[src/cpu_pkg.sv]
`default_nettype none

package cpu_pkg;

  typedef logic [31:0] word_t;
  typedef logic [4:0]  reg_addr_t;
  typedef logic [3:0]  strobe_t;
  typedef logic [3:0]  alu_op_t;

  // alu operations
  localparam alu_op_t alu_add = 4'd0;
  localparam alu_op_t alu_sub = 4'd1;
  localparam alu_op_t alu_and = 4'd2;
  localparam alu_op_t alu_or  = 4'd3;
  localparam alu_op_t alu_xor = 4'd4;
  localparam alu_op_t alu_slt = 4'd5;
  localparam alu_op_t alu_sll = 4'd6;
  localparam alu_op_t alu_srl = 4'd7;
  // places src2[15:0] in the upper half
  localparam alu_op_t alu_lui = 4'd8;

  // primary opcodes, inst[31:26]
  localparam logic [5:0] op_special = 6'h00;
  localparam logic [5:0] op_j       = 6'h02;
  localparam logic [5:0] op_beq     = 6'h04;
  localparam logic [5:0] op_bne     = 6'h05;
  localparam logic [5:0] op_addiu   = 6'h09;
  localparam logic [5:0] op_ori     = 6'h0d;
  localparam logic [5:0] op_lui     = 6'h0f;
  localparam logic [5:0] op_lw      = 6'h23;
  localparam logic [5:0] op_sw      = 6'h2b;

  // function codes under op_special, inst[5:0]
  localparam logic [5:0] fn_sll  = 6'h00;
  localparam logic [5:0] fn_srl  = 6'h02;
  localparam logic [5:0] fn_addu = 6'h21;
  localparam logic [5:0] fn_subu = 6'h23;
  localparam logic [5:0] fn_and  = 6'h24;
  localparam logic [5:0] fn_or   = 6'h25;
  localparam logic [5:0] fn_xor  = 6'h26;
  localparam logic [5:0] fn_slt  = 6'h2a;

  // first fetch address
  localparam word_t reset_pc = 32'h0000_0000;

endpackage : cpu_pkg

`default_nettype wire

[src/cpu_core.sv]
`timescale 1ns/10ps
`default_nettype none

module cpu_core (
  input  wire                     clock,
  input  wire                     arst_n,
  // instruction sram
  output wire                     inst_en,
  output wire cpu_pkg::strobe_t   inst_wstrb,
  output wire cpu_pkg::word_t     inst_addr,
  output wire cpu_pkg::word_t     inst_wdata,
  input  wire cpu_pkg::word_t     inst_rdata,
  // data sram
  output wire                     data_en,
  output wire cpu_pkg::strobe_t   data_wstrb,
  output wire cpu_pkg::word_t     data_addr,
  output wire cpu_pkg::word_t     data_wdata,
  input  wire cpu_pkg::word_t     data_rdata,
  // retire trace
  output wire cpu_pkg::word_t     debug_pc,
  output wire cpu_pkg::strobe_t   debug_rf_wstrb,
  output wire cpu_pkg::reg_addr_t debug_rf_waddr,
  output wire cpu_pkg::word_t     debug_rf_wdata
);
  import cpu_pkg::*;

  // handshake
  wire id_allow_in;
  wire ex_allow_in;
  wire mem_allow_in;
  // write-back has no downstream stage
  wire wb_allow_in = 1'b1;

  // fetch to decode, and branch redirect back
  wire       fs_valid;
  wire word_t fs_pc;
  wire word_t fs_inst;
  wire       br_taken;
  wire word_t br_target;

  // decode to execute
  wire          ds_valid;
  wire word_t   ds_pc;
  wire alu_op_t alu_op;
  wire word_t   alu_src1;
  wire word_t   alu_src2;
  wire          mem_read;
  wire          mem_write;
  wire word_t   store_data;
  wire reg_addr_t dest;
  wire          dest_we;

  // execute to memory access
  wire            es_valid;
  wire word_t     es_pc;
  wire word_t     es_result;
  wire            es_mem_read;
  wire reg_addr_t es_dest;
  wire            es_dest_we;

  // memory access to write-back
  wire            ms_valid;
  wire word_t     ms_pc;
  wire word_t     ms_result;
  wire reg_addr_t ms_dest;
  wire            ms_dest_we;

  // forwarding into decode
  wire            es_fwd_valid, es_fwd_we, es_is_load;
  wire reg_addr_t es_fwd_dest;
  wire word_t     es_fwd_value;
  wire            ms_fwd_valid, ms_fwd_we;
  wire reg_addr_t ms_fwd_dest;
  wire word_t     ms_fwd_value;
  wire            ws_fwd_valid, ws_fwd_we;
  wire reg_addr_t ws_fwd_dest;
  wire word_t     ws_fwd_value;

  // register file ports
  wire reg_addr_t rf_raddr1;
  wire reg_addr_t rf_raddr2;
  wire word_t     rf_rdata1;
  wire word_t     rf_rdata2;
  wire            rf_we;
  wire reg_addr_t rf_waddr;
  wire word_t     rf_wdata;

  if_stage u_if_stage (.*);

  id_stage u_id_stage (.*);

  ex_stage u_ex_stage (.*);

  mem_stage u_mem_stage (.*);

  wb_stage u_wb_stage (.*);

  register_file u_register_file (.*);

endmodule : cpu_core

`default_nettype wire

[src/ex_stage.sv]
`timescale 1ns/10ps
`default_nettype none

module ex_stage (
  input  wire                       clock,
  input  wire                       arst_n,
  input  wire                       mem_allow_in,
  input  wire                       ds_valid,
  input  wire cpu_pkg::word_t       ds_pc,
  input  wire cpu_pkg::alu_op_t     alu_op,
  input  wire cpu_pkg::word_t       alu_src1,
  input  wire cpu_pkg::word_t       alu_src2,
  input  wire                       mem_read,
  input  wire                       mem_write,
  input  wire cpu_pkg::word_t       store_data,
  input  wire cpu_pkg::reg_addr_t   dest,
  input  wire                       dest_we,
  output logic                      ex_allow_in,
  output logic                      es_valid,
  output cpu_pkg::word_t            es_pc,
  output cpu_pkg::word_t            es_result,
  output logic                      es_mem_read,
  output cpu_pkg::reg_addr_t        es_dest,
  output logic                      es_dest_we,
  output logic                      es_fwd_valid,
  output logic                      es_fwd_we,
  output cpu_pkg::reg_addr_t        es_fwd_dest,
  output cpu_pkg::word_t            es_fwd_value,
  output logic                      es_is_load,
  output logic                      data_en,
  output cpu_pkg::strobe_t          data_wstrb,
  output cpu_pkg::word_t            data_addr,
  output cpu_pkg::word_t            data_wdata
);
  import cpu_pkg::*;

  alu_op_t op;
  word_t   src1;
  word_t   src2;
  logic    is_store;
  word_t   wdata;
  logic    move_on;

  always_ff @(posedge clock or negedge arst_n) begin
    if (!arst_n) begin
      es_valid <= 1'b0;
    end else if (ex_allow_in) begin
      es_valid <= ds_valid;
    end
  end

  always_ff @(posedge clock) begin
    if (ds_valid && ex_allow_in) begin
      es_pc       <= ds_pc;
      op          <= alu_op;
      src1        <= alu_src1;
      src2        <= alu_src2;
      es_mem_read <= mem_read;
      is_store    <= mem_write;
      wdata       <= store_data;
      es_dest     <= dest;
      es_dest_we  <= dest_we;
    end
  end

  assign ex_allow_in = !es_valid || mem_allow_in;

  always_comb begin
    case (op)
      alu_add: es_result = src1 + src2;
      alu_sub: es_result = src1 - src2;
      alu_and: es_result = src1 & src2;
      alu_or:  es_result = src1 | src2;
      alu_xor: es_result = src1 ^ src2;
      alu_slt: es_result = {31'b0, $signed(src1) < $signed(src2)};
      alu_sll: es_result = src2 << src1[4:0];
      alu_srl: es_result = src2 >> src1[4:0];
      alu_lui: es_result = {src2[15:0], 16'b0};
      default: es_result = src1 + src2;
    endcase
  end

  assign es_fwd_valid = es_valid;
  assign es_fwd_we    = es_dest_we;
  assign es_fwd_dest  = es_dest;
  assign es_fwd_value = es_result;
  assign es_is_load   = es_mem_read;

  // request goes out as the item enters memory access, address is the alu sum
  assign move_on    = es_valid && mem_allow_in;
  assign data_en    = move_on && (es_mem_read || is_store);
  assign data_wstrb = (move_on && is_store) ? 4'hf : 4'h0;
  assign data_addr  = es_result;
  assign data_wdata = wdata;

endmodule : ex_stage

`default_nettype wire

[src/id_stage.sv]
`timescale 1ns/10ps
`default_nettype none

module id_stage (
  input  wire                     clock,
  input  wire                     arst_n,
  input  wire                     ex_allow_in,
  input  wire                     fs_valid,
  input  wire cpu_pkg::word_t     fs_pc,
  input  wire cpu_pkg::word_t     fs_inst,
  input  wire                     es_fwd_valid,
  input  wire                     es_fwd_we,
  input  wire cpu_pkg::reg_addr_t es_fwd_dest,
  input  wire cpu_pkg::word_t     es_fwd_value,
  input  wire                     es_is_load,
  input  wire                     ms_fwd_valid,
  input  wire                     ms_fwd_we,
  input  wire cpu_pkg::reg_addr_t ms_fwd_dest,
  input  wire cpu_pkg::word_t     ms_fwd_value,
  input  wire                     ws_fwd_valid,
  input  wire                     ws_fwd_we,
  input  wire cpu_pkg::reg_addr_t ws_fwd_dest,
  input  wire cpu_pkg::word_t     ws_fwd_value,
  input  wire cpu_pkg::word_t     rf_rdata1,
  input  wire cpu_pkg::word_t     rf_rdata2,
  output logic                    id_allow_in,
  output cpu_pkg::reg_addr_t      rf_raddr1,
  output cpu_pkg::reg_addr_t      rf_raddr2,
  output logic                    br_taken,
  output cpu_pkg::word_t          br_target,
  output logic                    ds_valid,
  output cpu_pkg::word_t          ds_pc,
  output cpu_pkg::alu_op_t        alu_op,
  output cpu_pkg::word_t          alu_src1,
  output cpu_pkg::word_t          alu_src2,
  output logic                    mem_read,
  output logic                    mem_write,
  output cpu_pkg::word_t          store_data,
  output cpu_pkg::reg_addr_t      dest,
  output logic                    dest_we
);
  import cpu_pkg::*;

  logic       valid;
  word_t      inst;
  logic [5:0] opcode;
  logic [5:0] funct;
  reg_addr_t  rs;
  reg_addr_t  rt;
  word_t      imm_sext;
  word_t      imm_zext;
  word_t      rs_value;
  word_t      rt_value;
  word_t      pc_plus4;
  logic       is_rtype, is_shift, is_addiu, is_ori, is_lui;
  logic       is_lw, is_sw, is_beq, is_bne, is_j;
  logic       use_rs, use_rt;
  logic       load_hazard;
  logic       ready_go;
  logic       br_cond;

  always_ff @(posedge clock or negedge arst_n) begin
    if (!arst_n) begin
      valid <= 1'b0;
    end else if (id_allow_in) begin
      valid <= fs_valid;
    end
  end

  always_ff @(posedge clock) begin
    if (fs_valid && id_allow_in) begin
      ds_pc <= fs_pc;
      inst  <= fs_inst;
    end
  end

  // instruction fields
  assign opcode   = inst[31:26];
  assign rs       = inst[25:21];
  assign rt       = inst[20:16];
  assign funct    = inst[5:0];
  assign imm_sext = {{16{inst[15]}}, inst[15:0]};
  assign imm_zext = {16'b0, inst[15:0]};

  assign is_rtype = opcode == op_special;
  assign is_shift = is_rtype && (funct == fn_sll || funct == fn_srl);
  assign is_addiu = opcode == op_addiu;
  assign is_ori   = opcode == op_ori;
  assign is_lui   = opcode == op_lui;
  assign is_lw    = opcode == op_lw;
  assign is_sw    = opcode == op_sw;
  assign is_beq   = opcode == op_beq;
  assign is_bne   = opcode == op_bne;
  assign is_j     = opcode == op_j;

  assign use_rs = !is_shift && !is_lui && !is_j;
  assign use_rt = is_rtype || is_sw || is_beq || is_bne;

  // youngest matching stage wins
  function automatic word_t forward(input reg_addr_t addr, input word_t rf_value);
    if (addr == '0) begin
      return '0;
    end
    if (es_fwd_valid && es_fwd_we && es_fwd_dest == addr) begin
      return es_fwd_value;
    end
    if (ms_fwd_valid && ms_fwd_we && ms_fwd_dest == addr) begin
      return ms_fwd_value;
    end
    if (ws_fwd_valid && ws_fwd_we && ws_fwd_dest == addr) begin
      return ws_fwd_value;
    end
    return rf_value;
  endfunction

  assign rf_raddr1 = rs;
  assign rf_raddr2 = rt;

  always_comb begin
    rs_value = forward(rs, rf_rdata1);
    rt_value = forward(rt, rf_rdata2);
  end

  // load data only exists once the load reaches memory access
  assign load_hazard = es_is_load && es_fwd_valid && es_fwd_we && es_fwd_dest != '0 &&
                       ((use_rs && es_fwd_dest == rs) || (use_rt && es_fwd_dest == rt));

  assign ready_go    = !load_hazard;
  assign id_allow_in = !valid || (ready_go && ex_allow_in);
  assign ds_valid    = valid && ready_go;

  // branch and jump resolution
  assign pc_plus4  = ds_pc + 32'd4;
  assign br_cond   = is_j || (is_beq && rs_value == rt_value) ||
                     (is_bne && rs_value != rt_value);
  assign br_taken  = valid && ready_go && ex_allow_in && br_cond;
  assign br_target = is_j ? {pc_plus4[31:28], inst[25:0], 2'b00}
                          : pc_plus4 + {imm_sext[29:0], 2'b00};

  always_comb begin
    alu_op = alu_add;
    if (is_rtype) begin
      case (funct)
        fn_subu: alu_op = alu_sub;
        fn_and:  alu_op = alu_and;
        fn_or:   alu_op = alu_or;
        fn_xor:  alu_op = alu_xor;
        fn_slt:  alu_op = alu_slt;
        fn_sll:  alu_op = alu_sll;
        fn_srl:  alu_op = alu_srl;
        default: alu_op = alu_add;
      endcase
    end else if (is_ori) begin
      alu_op = alu_or;
    end else if (is_lui) begin
      alu_op = alu_lui;
    end
  end

  // shifts take the amount from the sa field
  assign alu_src1 = is_shift ? {27'b0, inst[10:6]} : rs_value;
  assign alu_src2 = is_rtype ? rt_value :
                    (is_ori || is_lui) ? imm_zext : imm_sext;

  assign mem_read   = is_lw;
  assign mem_write  = is_sw;
  assign store_data = rt_value;
  assign dest       = is_rtype ? inst[15:11] : rt;
  assign dest_we    = is_rtype || is_addiu || is_ori || is_lui || is_lw;

endmodule : id_stage

`default_nettype wire

[src/if_stage.sv]
`timescale 1ns/10ps
`default_nettype none

module if_stage (
  input  wire                 clock,
  input  wire                 arst_n,
  input  wire                 id_allow_in,
  input  wire                 br_taken,
  input  wire cpu_pkg::word_t br_target,
  input  wire cpu_pkg::word_t inst_rdata,
  output logic                fs_valid,
  output cpu_pkg::word_t      fs_pc,
  output cpu_pkg::word_t      fs_inst,
  output logic                inst_en,
  output cpu_pkg::strobe_t    inst_wstrb,
  output cpu_pkg::word_t      inst_addr,
  output cpu_pkg::word_t      inst_wdata
);
  import cpu_pkg::*;

  logic  fetch_on;
  logic  fs_allow_in;
  word_t next_pc;

  // requests start one edge after reset is released
  always_ff @(posedge clock or negedge arst_n) begin
    if (!arst_n) begin
      fetch_on <= 1'b0;
    end else begin
      fetch_on <= 1'b1;
    end
  end

  assign fs_allow_in = !fs_valid || id_allow_in;

  // fs_pc holds the delay slot while decode resolves a branch
  assign next_pc = br_taken ? br_target : fs_pc + 32'd4;

  // pc starts one word early so the first sequential fetch hits reset_pc
  always_ff @(posedge clock or negedge arst_n) begin
    if (!arst_n) begin
      fs_valid <= 1'b0;
      fs_pc    <= reset_pc - 32'd4;
    end else if (fetch_on && fs_allow_in) begin
      fs_valid <= 1'b1;
      fs_pc    <= next_pc;
    end
  end

  // on a stall ask for fs_pc again so inst_rdata keeps the held word
  assign inst_en    = fetch_on;
  assign inst_addr  = fs_allow_in ? next_pc : fs_pc;
  assign inst_wstrb = '0;
  assign inst_wdata = '0;

  assign fs_inst = inst_rdata;

endmodule : if_stage

`default_nettype wire

[src/mem_stage.sv]
`timescale 1ns/10ps
`default_nettype none

module mem_stage (
  input  wire                     clock,
  input  wire                     arst_n,
  input  wire                     wb_allow_in,
  input  wire                     es_valid,
  input  wire cpu_pkg::word_t     es_pc,
  input  wire cpu_pkg::word_t     es_result,
  input  wire                     es_mem_read,
  input  wire cpu_pkg::reg_addr_t es_dest,
  input  wire                     es_dest_we,
  input  wire cpu_pkg::word_t     data_rdata,
  output logic                    mem_allow_in,
  output logic                    ms_valid,
  output cpu_pkg::word_t          ms_pc,
  output cpu_pkg::word_t          ms_result,
  output cpu_pkg::reg_addr_t      ms_dest,
  output logic                    ms_dest_we,
  output logic                    ms_fwd_valid,
  output logic                    ms_fwd_we,
  output cpu_pkg::reg_addr_t      ms_fwd_dest,
  output cpu_pkg::word_t          ms_fwd_value
);
  import cpu_pkg::*;

  word_t alu_result;
  logic  is_load;

  always_ff @(posedge clock or negedge arst_n) begin
    if (!arst_n) begin
      ms_valid <= 1'b0;
    end else if (mem_allow_in) begin
      ms_valid <= es_valid;
    end
  end

  always_ff @(posedge clock) begin
    if (es_valid && mem_allow_in) begin
      ms_pc      <= es_pc;
      alu_result <= es_result;
      is_load    <= es_mem_read;
      ms_dest    <= es_dest;
      ms_dest_we <= es_dest_we;
    end
  end

  assign mem_allow_in = !ms_valid || wb_allow_in;

  // sram answers in the cycle after the request from execute
  assign ms_result = is_load ? data_rdata : alu_result;

  assign ms_fwd_valid = ms_valid;
  assign ms_fwd_we    = ms_dest_we;
  assign ms_fwd_dest  = ms_dest;
  assign ms_fwd_value = ms_result;

endmodule : mem_stage

`default_nettype wire

[src/register_file.sv]
`timescale 1ns/10ps
`default_nettype none

module register_file (
  input  wire                     clock,
  input  wire                     arst_n,
  input  wire cpu_pkg::reg_addr_t rf_raddr1,
  input  wire cpu_pkg::reg_addr_t rf_raddr2,
  output cpu_pkg::word_t          rf_rdata1,
  output cpu_pkg::word_t          rf_rdata2,
  input  wire                     rf_we,
  input  wire cpu_pkg::reg_addr_t rf_waddr,
  input  wire cpu_pkg::word_t     rf_wdata
);
  import cpu_pkg::*;

  word_t regs [32];

  always_ff @(posedge clock or negedge arst_n) begin
    if (!arst_n) begin
      for (int i = 0; i < 32; i++) begin
        regs[i] <= '0;
      end
    end else if (rf_we && rf_waddr != '0) begin
      regs[rf_waddr] <= rf_wdata;
    end
  end

  // a write in the same cycle is seen by the read, $0 always reads zero
  assign rf_rdata1 = (rf_raddr1 == '0) ? '0 :
                     (rf_we && rf_waddr == rf_raddr1) ? rf_wdata : regs[rf_raddr1];
  assign rf_rdata2 = (rf_raddr2 == '0) ? '0 :
                     (rf_we && rf_waddr == rf_raddr2) ? rf_wdata : regs[rf_raddr2];

endmodule : register_file

`default_nettype wire

[src/wb_stage.sv]
`timescale 1ns/10ps
`default_nettype none

module wb_stage (
  input  wire                     clock,
  input  wire                     arst_n,
  input  wire                     ms_valid,
  input  wire cpu_pkg::word_t     ms_pc,
  input  wire cpu_pkg::word_t     ms_result,
  input  wire cpu_pkg::reg_addr_t ms_dest,
  input  wire                     ms_dest_we,
  output logic                    rf_we,
  output cpu_pkg::reg_addr_t      rf_waddr,
  output cpu_pkg::word_t          rf_wdata,
  output logic                    ws_fwd_valid,
  output logic                    ws_fwd_we,
  output cpu_pkg::reg_addr_t      ws_fwd_dest,
  output cpu_pkg::word_t          ws_fwd_value,
  output cpu_pkg::word_t          debug_pc,
  output cpu_pkg::strobe_t        debug_rf_wstrb,
  output cpu_pkg::reg_addr_t      debug_rf_waddr,
  output cpu_pkg::word_t          debug_rf_wdata
);
  import cpu_pkg::*;

  logic      valid;
  word_t     pc;
  word_t     result;
  reg_addr_t dest;
  logic      dest_we;

  // last stage, never stalls
  always_ff @(posedge clock or negedge arst_n) begin
    if (!arst_n) begin
      valid <= 1'b0;
    end else begin
      valid <= ms_valid;
    end
  end

  always_ff @(posedge clock) begin
    if (ms_valid) begin
      pc      <= ms_pc;
      result  <= ms_result;
      dest    <= ms_dest;
      dest_we <= ms_dest_we;
    end
  end

  assign rf_we    = valid && dest_we;
  assign rf_waddr = dest;
  assign rf_wdata = result;

  assign ws_fwd_valid = valid;
  assign ws_fwd_we    = dest_we;
  assign ws_fwd_dest  = dest;
  assign ws_fwd_value = result;

  // trace mirrors the register write, $0 included
  assign debug_pc       = pc;
  assign debug_rf_wstrb = {4{rf_we}};
  assign debug_rf_waddr = dest;
  assign debug_rf_wdata = result;

endmodule : wb_stage

`default_nettype wire
[config.mk]
export PLATFORM = sky130hd
export DESIGN_NAME = cpu_core
export DESIGN_NICKNAME = d
export VERILOG_FILES = /design/src/cpu_pkg.sv /design/src/cpu_core.sv /design/src/ex_stage.sv /design/src/id_stage.sv /design/src/if_stage.sv /design/src/mem_stage.sv /design/src/register_file.sv /design/src/wb_stage.sv
export SDC_FILE = /design/constraint.sdc
export NUM_CORES = 2
export LEC_CHECK = 0
export BUFFER_PORTS_ARGS = -buffer_cell sky130_fd_sc_hd__buf_4
export CAP_MARGIN = 15
export CORE_ASPECT_RATIO = 1.5
export CORE_UTILIZATION = 55
export CTS_BUF_LIST = sky130_fd_sc_hd__clkbuf_2 sky130_fd_sc_hd__clkbuf_4 sky130_fd_sc_hd__clkbuf_8
export DETAILED_ROUTE_END_ITERATION = 7
export PLACE_DENSITY = 0.72
export RECOVER_POWER = 25
export SYNTH_ARGS = -nofsm -noshare
export SYNTH_HDL_FRONTEND = slang
export SYNTH_HIERARCHICAL = 1
export SYNTH_SLANG_ARGS = --single-unit
export TNS_END_PERCENT = 30
[constraint.sdc]
create_clock -name clock -period 8.6 [get_ports clock]
set_input_delay 0.86 -clock clock [delete_from_list [all_inputs] [get_ports clock]]
set_output_delay 0.86 -clock clock [all_outputs]
set_load 0.01 [all_outputs]
==> summary.txt <==
Outcome
  – Status: finished, violations left
  – Failing checks: max-capacitance violations, max-slew violations

Place
  – IO Port Bufs: 240
  – Post-DP HPWL: 216 mm
  – Placed cells: slightly below 9000
  – Placer Congestion: 1.09

Yosys
  – Count of cell types in the netlist: roughly 130
  – Post-Syn Area: about 0.086 mm²
  – Sequential share of the synthesized area: 0.428
  – Asr flop ratio synth: 0.755
  – Main synth FF type: dfrtp_1
  – Top post-synthesis cells by area: dfrtp_1 30%, mux2_2 13%, edfxtp_1 12%
  – Top cell type's share of synthesized area: 0.299
  – Syn avg cell area: between 10 and 15 µm²
  – Adder-Cell Fraction of Synth Area: 0.0191
  – Area share of and/or/nand/nor cells after synthesis: 0.0738
  – Synthesized flop and latch total: around 1400
  – Gate Count Post-Synth: 7183
  – Compound-Gate Fraction of Synth Area: 0.112
  – Post-synth top area cell: dfrtp_1
  – Number of synthesized flops with an enable pin: between 300 and 400
  – Synth warn: 6
  – Post-synthesis share of cell area spent on xor and xnor gates: 0.0103
  – Largest family of logic cells by synthesized area: multiplexers
  – Post-synthesis mux area share: 0.292

Route
  – Drt wl/cell: 34.6 µm
  – Final WL: 322 mm
  – Post-route ant nets: 0
  – 1st-pass router iterations: 8
  – Iter 0 DRT Violations: approximately 8900
  – Via Count: around 67000
  – Vias per cell: 7.19
  – DRC errors left: 0

Clock tree
  – CTS max path bufs: 3
  – Clk root buf: clkbuf_8
  – Worst-path clk slew: 0.07 ns
  – Total CTS buffers: around 210
  – H-Tree Depth: 4
  – Clock latency on the worst-skew pair: 1.03 ns
  – Clock tree from TritonCTS: yes
  – Clk sinks: between 1000 and 1500

Floorplanning
  – Initial Utilization: 0.556
  – Core area: about 0.16 mm²
  – I/O pin total: about 280
  – Num rows: around 180
  – Die area: ~0.16 mm²
  – Height of the die: 487 µm
  – Die width: 326 µm

Finish
  – Non-filler cells, final: about 9300
  – Share of cells above drive strength 1: 0.351
  – Commonest cells after routing, fill and taps aside: 1031 x dfrtp_1, 1004 x mux2_2, 477 x buf_4
  – Leading cell type in the layout, fill and taps excluded: dfrtp_1
  – Area growth syn-to-layout: 8.72%
  – Final net count: between 7000 and 8000

Power and ir drop
  – Design Power: between 20 and 25 mW
  – Leakage: 39.7 nW
  – Peak VDD IR: between 0.00015 and 0.0002 V
  – Pwr/cell area: between 200 and 250 mW/mm²

Timing
  – Final hold vios: 0
  – Fin crit share: 0.992
  – Max transition margin: -1.83
  – Final clock skew: approximately 0.094 ns
  – Sum Neg Setup Slack: 0 ns
  – Final setup fails: 0
  – Fmax: 117 MHz
  – Worst-Margin Slew: 4.24 ns
  – Min cycle time layout: 8.54 ns
  – Max-slew violation count: between 600 and 700

Worst setup path
  – Critical Path AT: 7.68 ns
  – Max incr delay on CP: slightly above 0.8 ns
  – Setup crit end kind: output pin
  – Buffers & Inverters on Critical Path: 4
  – Crit-path cells: or2_4 -> or4_4 -> o211ai_2 -> a211oi_1 -> a221o_1 -> o21ai_0 -> a311oi_1 -> a211o_1 -> nand4_1 -> or4b_4 -> nor4_4 -> buf_4 -> mux2i_1 -> a31o_2 -> buf_4 -> buf_6 -> nor4_1 -> a22oi_1 -> o211ai_1 -> buf_4
  – Worst-path maximum fanout: 46
  – Depth of the worst register-to-register path: 18
  – CP required: 7.74 ns
  – Kind of critical path: register to output pin
  – Top delay family on crit path: compound AO/OA/AOI/OAI gates
  – R2R Setup Slk: ~2.0 ns
  – Slowest CP cell: edfxtp_1
  – Worst Setup Start Kind: register
  – Worst path most repeated cell: buf_4
  – Launching point of the worst reg2reg path: u_id_stage/inst[19]$_DFFE_PP_
  – Worst R2R End: u_if_stage/fs_pc[0]$_DFFE_PN0P_

GRT
  – GRT overflow: 0
  – Vias in the first global route: roughly 66000
  – Initial antenna violation count: 29
  – First-pass GRT wire length: between 400 and 500 mm
  – Largest net degree at the start of global routing: roughly 180
  – Tot GR Track Use: 0.401

Hold path
  – Worst hold stages: 1
  – Worst Hold Class: primary input to register
  – Hold_sp: inst_rdata[24]
  – Hold endpoint: u_id_stage/inst[24]$_DFFE_PP_

Flow run
  – Max_cap viols: 10
## worst register-to-register path, cell delays in order (launching register included)
cell,delay (ns)
edfxtp_1,0.81
or2_4,0.37
or4_4,0.50
o211ai_2,0.68
a211oi_1,0.57
a221o_1,0.24
o21ai_0,0.13
a311oi_1,0.53
a211o_1,0.19
nand4_1,0.10
or4b_4,0.61
nor4_4,0.17
buf_4,0.18
mux2i_1,0.20
a31o_2,0.22
buf_4,0.15
buf_4,0.22
nand3_1,0.25
mux2_2,0.37
## final cells by class
type	count	area [µm²]
clock inverters	66	717
inverters	119	457
flip-flops and latches	1407	37000
repair buffers	569	4600
diodes	21	52.6
multi-input cells	4751	44500
well taps	2058	2570
clock buffers	319	4020
fillers	12300	61600
## layer usage
layer	share of wire	global-route usage	routed length (µm)
met3	0.10	0.100	33100
met5	0.00040	0	128
met4	0.095	0.324	30700
met1	0.34	0.471	110000
met2	0.46	0.625	149000
## per-stage QoR
step	hold slack (ns)	area [µm²]	utilization	setup slack, ns
2_1_floorplan	0.400	86500	-	0.579
3_3_place_gp	0.377	88400	0.569	0.676
3_5_place_dp	0.383	88400	0.569	0.547
4_1_cts	0.00105	93500	0.602	0.00159
5_1_grt	0.0913	93900	0.604	-0.0404
6_report	0.122	93900	0.604	0.0649
## logic make-up (layout without fill, tap and decap cells)
group                    Yosys count  after routing
flip-flops                      1407           1407
buffers and inverters           1061           1073
multiplexers                    1849           1849
AND/OR/NAND/NOR                 1266           1267
other                              3             59
adder cells (fa/ha/maj)          130            130
AO/OA/AOI/OAI                   1366           1366
XOR/XNOR                         101            101
## report_power, final
part | internal, mW | switching [mW]
combinational | 2.82 | 3.20
sequential | 8.18 | 1.06
clock | 3.33 | 2.82
## timing repair
item	CTS	global route
buffers inserted	10	19
hold endpoints to repair	79	0
setup endpoints to repair	32	32
cloned	0	1
resized for setup	21	52
hold buffers	18	0
pin swaps	8	14
## state kept, by name, summed over array words and instances (netlist names), 4 cells and up
signal	flops
u_register_file/regs	1024
u_ex_stage/data_wdata	32
u_ex_stage/es_pc	32
u_ex_stage/src1	32
u_ex_stage/src2	32
u_id_stage/ds_pc	32
u_id_stage/inst	32
u_if_stage/fs_pc	32
u_mem_stage/alu_result	32
u_mem_stage/ms_pc	32
u_wb_stage/debug_pc	32
u_wb_stage/debug_rf_wdata	32
u_ex_stage/es_dest	5
u_mem_stage/ms_dest	5
u_wb_stage/debug_rf_waddr	5
u_ex_stage/op	4
## Yosys cell counts, types with 28 or more instances
| cell | instances |
|---|---|
| o22ai_1 | 68 |
| edfxtp_1 | 345 |
| mux2i_1 | 387 |
| xor2_1 | 33 |
| dfrtp_1 | 1032 |
| a211o_1 | 28 |
| clkbuf_1 | 355 |
| a32o_1 | 32 |
| o221ai_1 | 53 |
| a21oi_1 | 240 |
| buf_4 | 307 |
| a221o_1 | 29 |
| or3_1 | 49 |
| o211ai_1 | 70 |
| buf_1 | 84 |
| a31oi_1 | 34 |
| nor2b_1 | 31 |
| a311oi_1 | 32 |
| and3_1 | 50 |
| xnor2_1 | 67 |
| a22oi_1 | 149 |
| mux4_2 | 420 |
| buf_2 | 165 |
| nand3_1 | 114 |
| nor3_1 | 116 |
| ha_1 | 127 |
| nor2_1 | 263 |
| a211oi_1 | 89 |
| o21ai_0 | 213 |
| nor4_1 | 33 |
| mux2_2 | 1004 |
| inv_1 | 117 |
| dfstp_2 | 30 |
| mux2_4 | 31 |
| nand2_1 | 349 |
| nand4_1 | 45 |
| and2_1 | 62 |
## how the worst max path moves through the flow
stage | cells after the start | slack, ns | end | start
2_1_floorplan | 30 | 0.58 | inst_addr[23] | u_ex_stage/src1[2]$_DFFE_PP_
3_3_place_gp | 26 | 0.68 | inst_addr[11] | u_ex_stage/src1[0]$_DFFE_PP_
3_5_place_dp | 25 | 0.55 | inst_addr[20] | u_ex_stage/src1[0]$_DFFE_PP_
4_1_cts | 25 | 0.002 | inst_addr[11] | u_ex_stage/src2[19]$_DFFE_PP_
5_1_grt | 27 | -0.04 | inst_addr[28] | u_ex_stage/src2[12]$_DFFE_PP_
6_report | 20 | 0.06 | inst_addr[13] | u_id_stage/inst[19]$_DFFE_PP_
(Power assumes the default switching activity.)
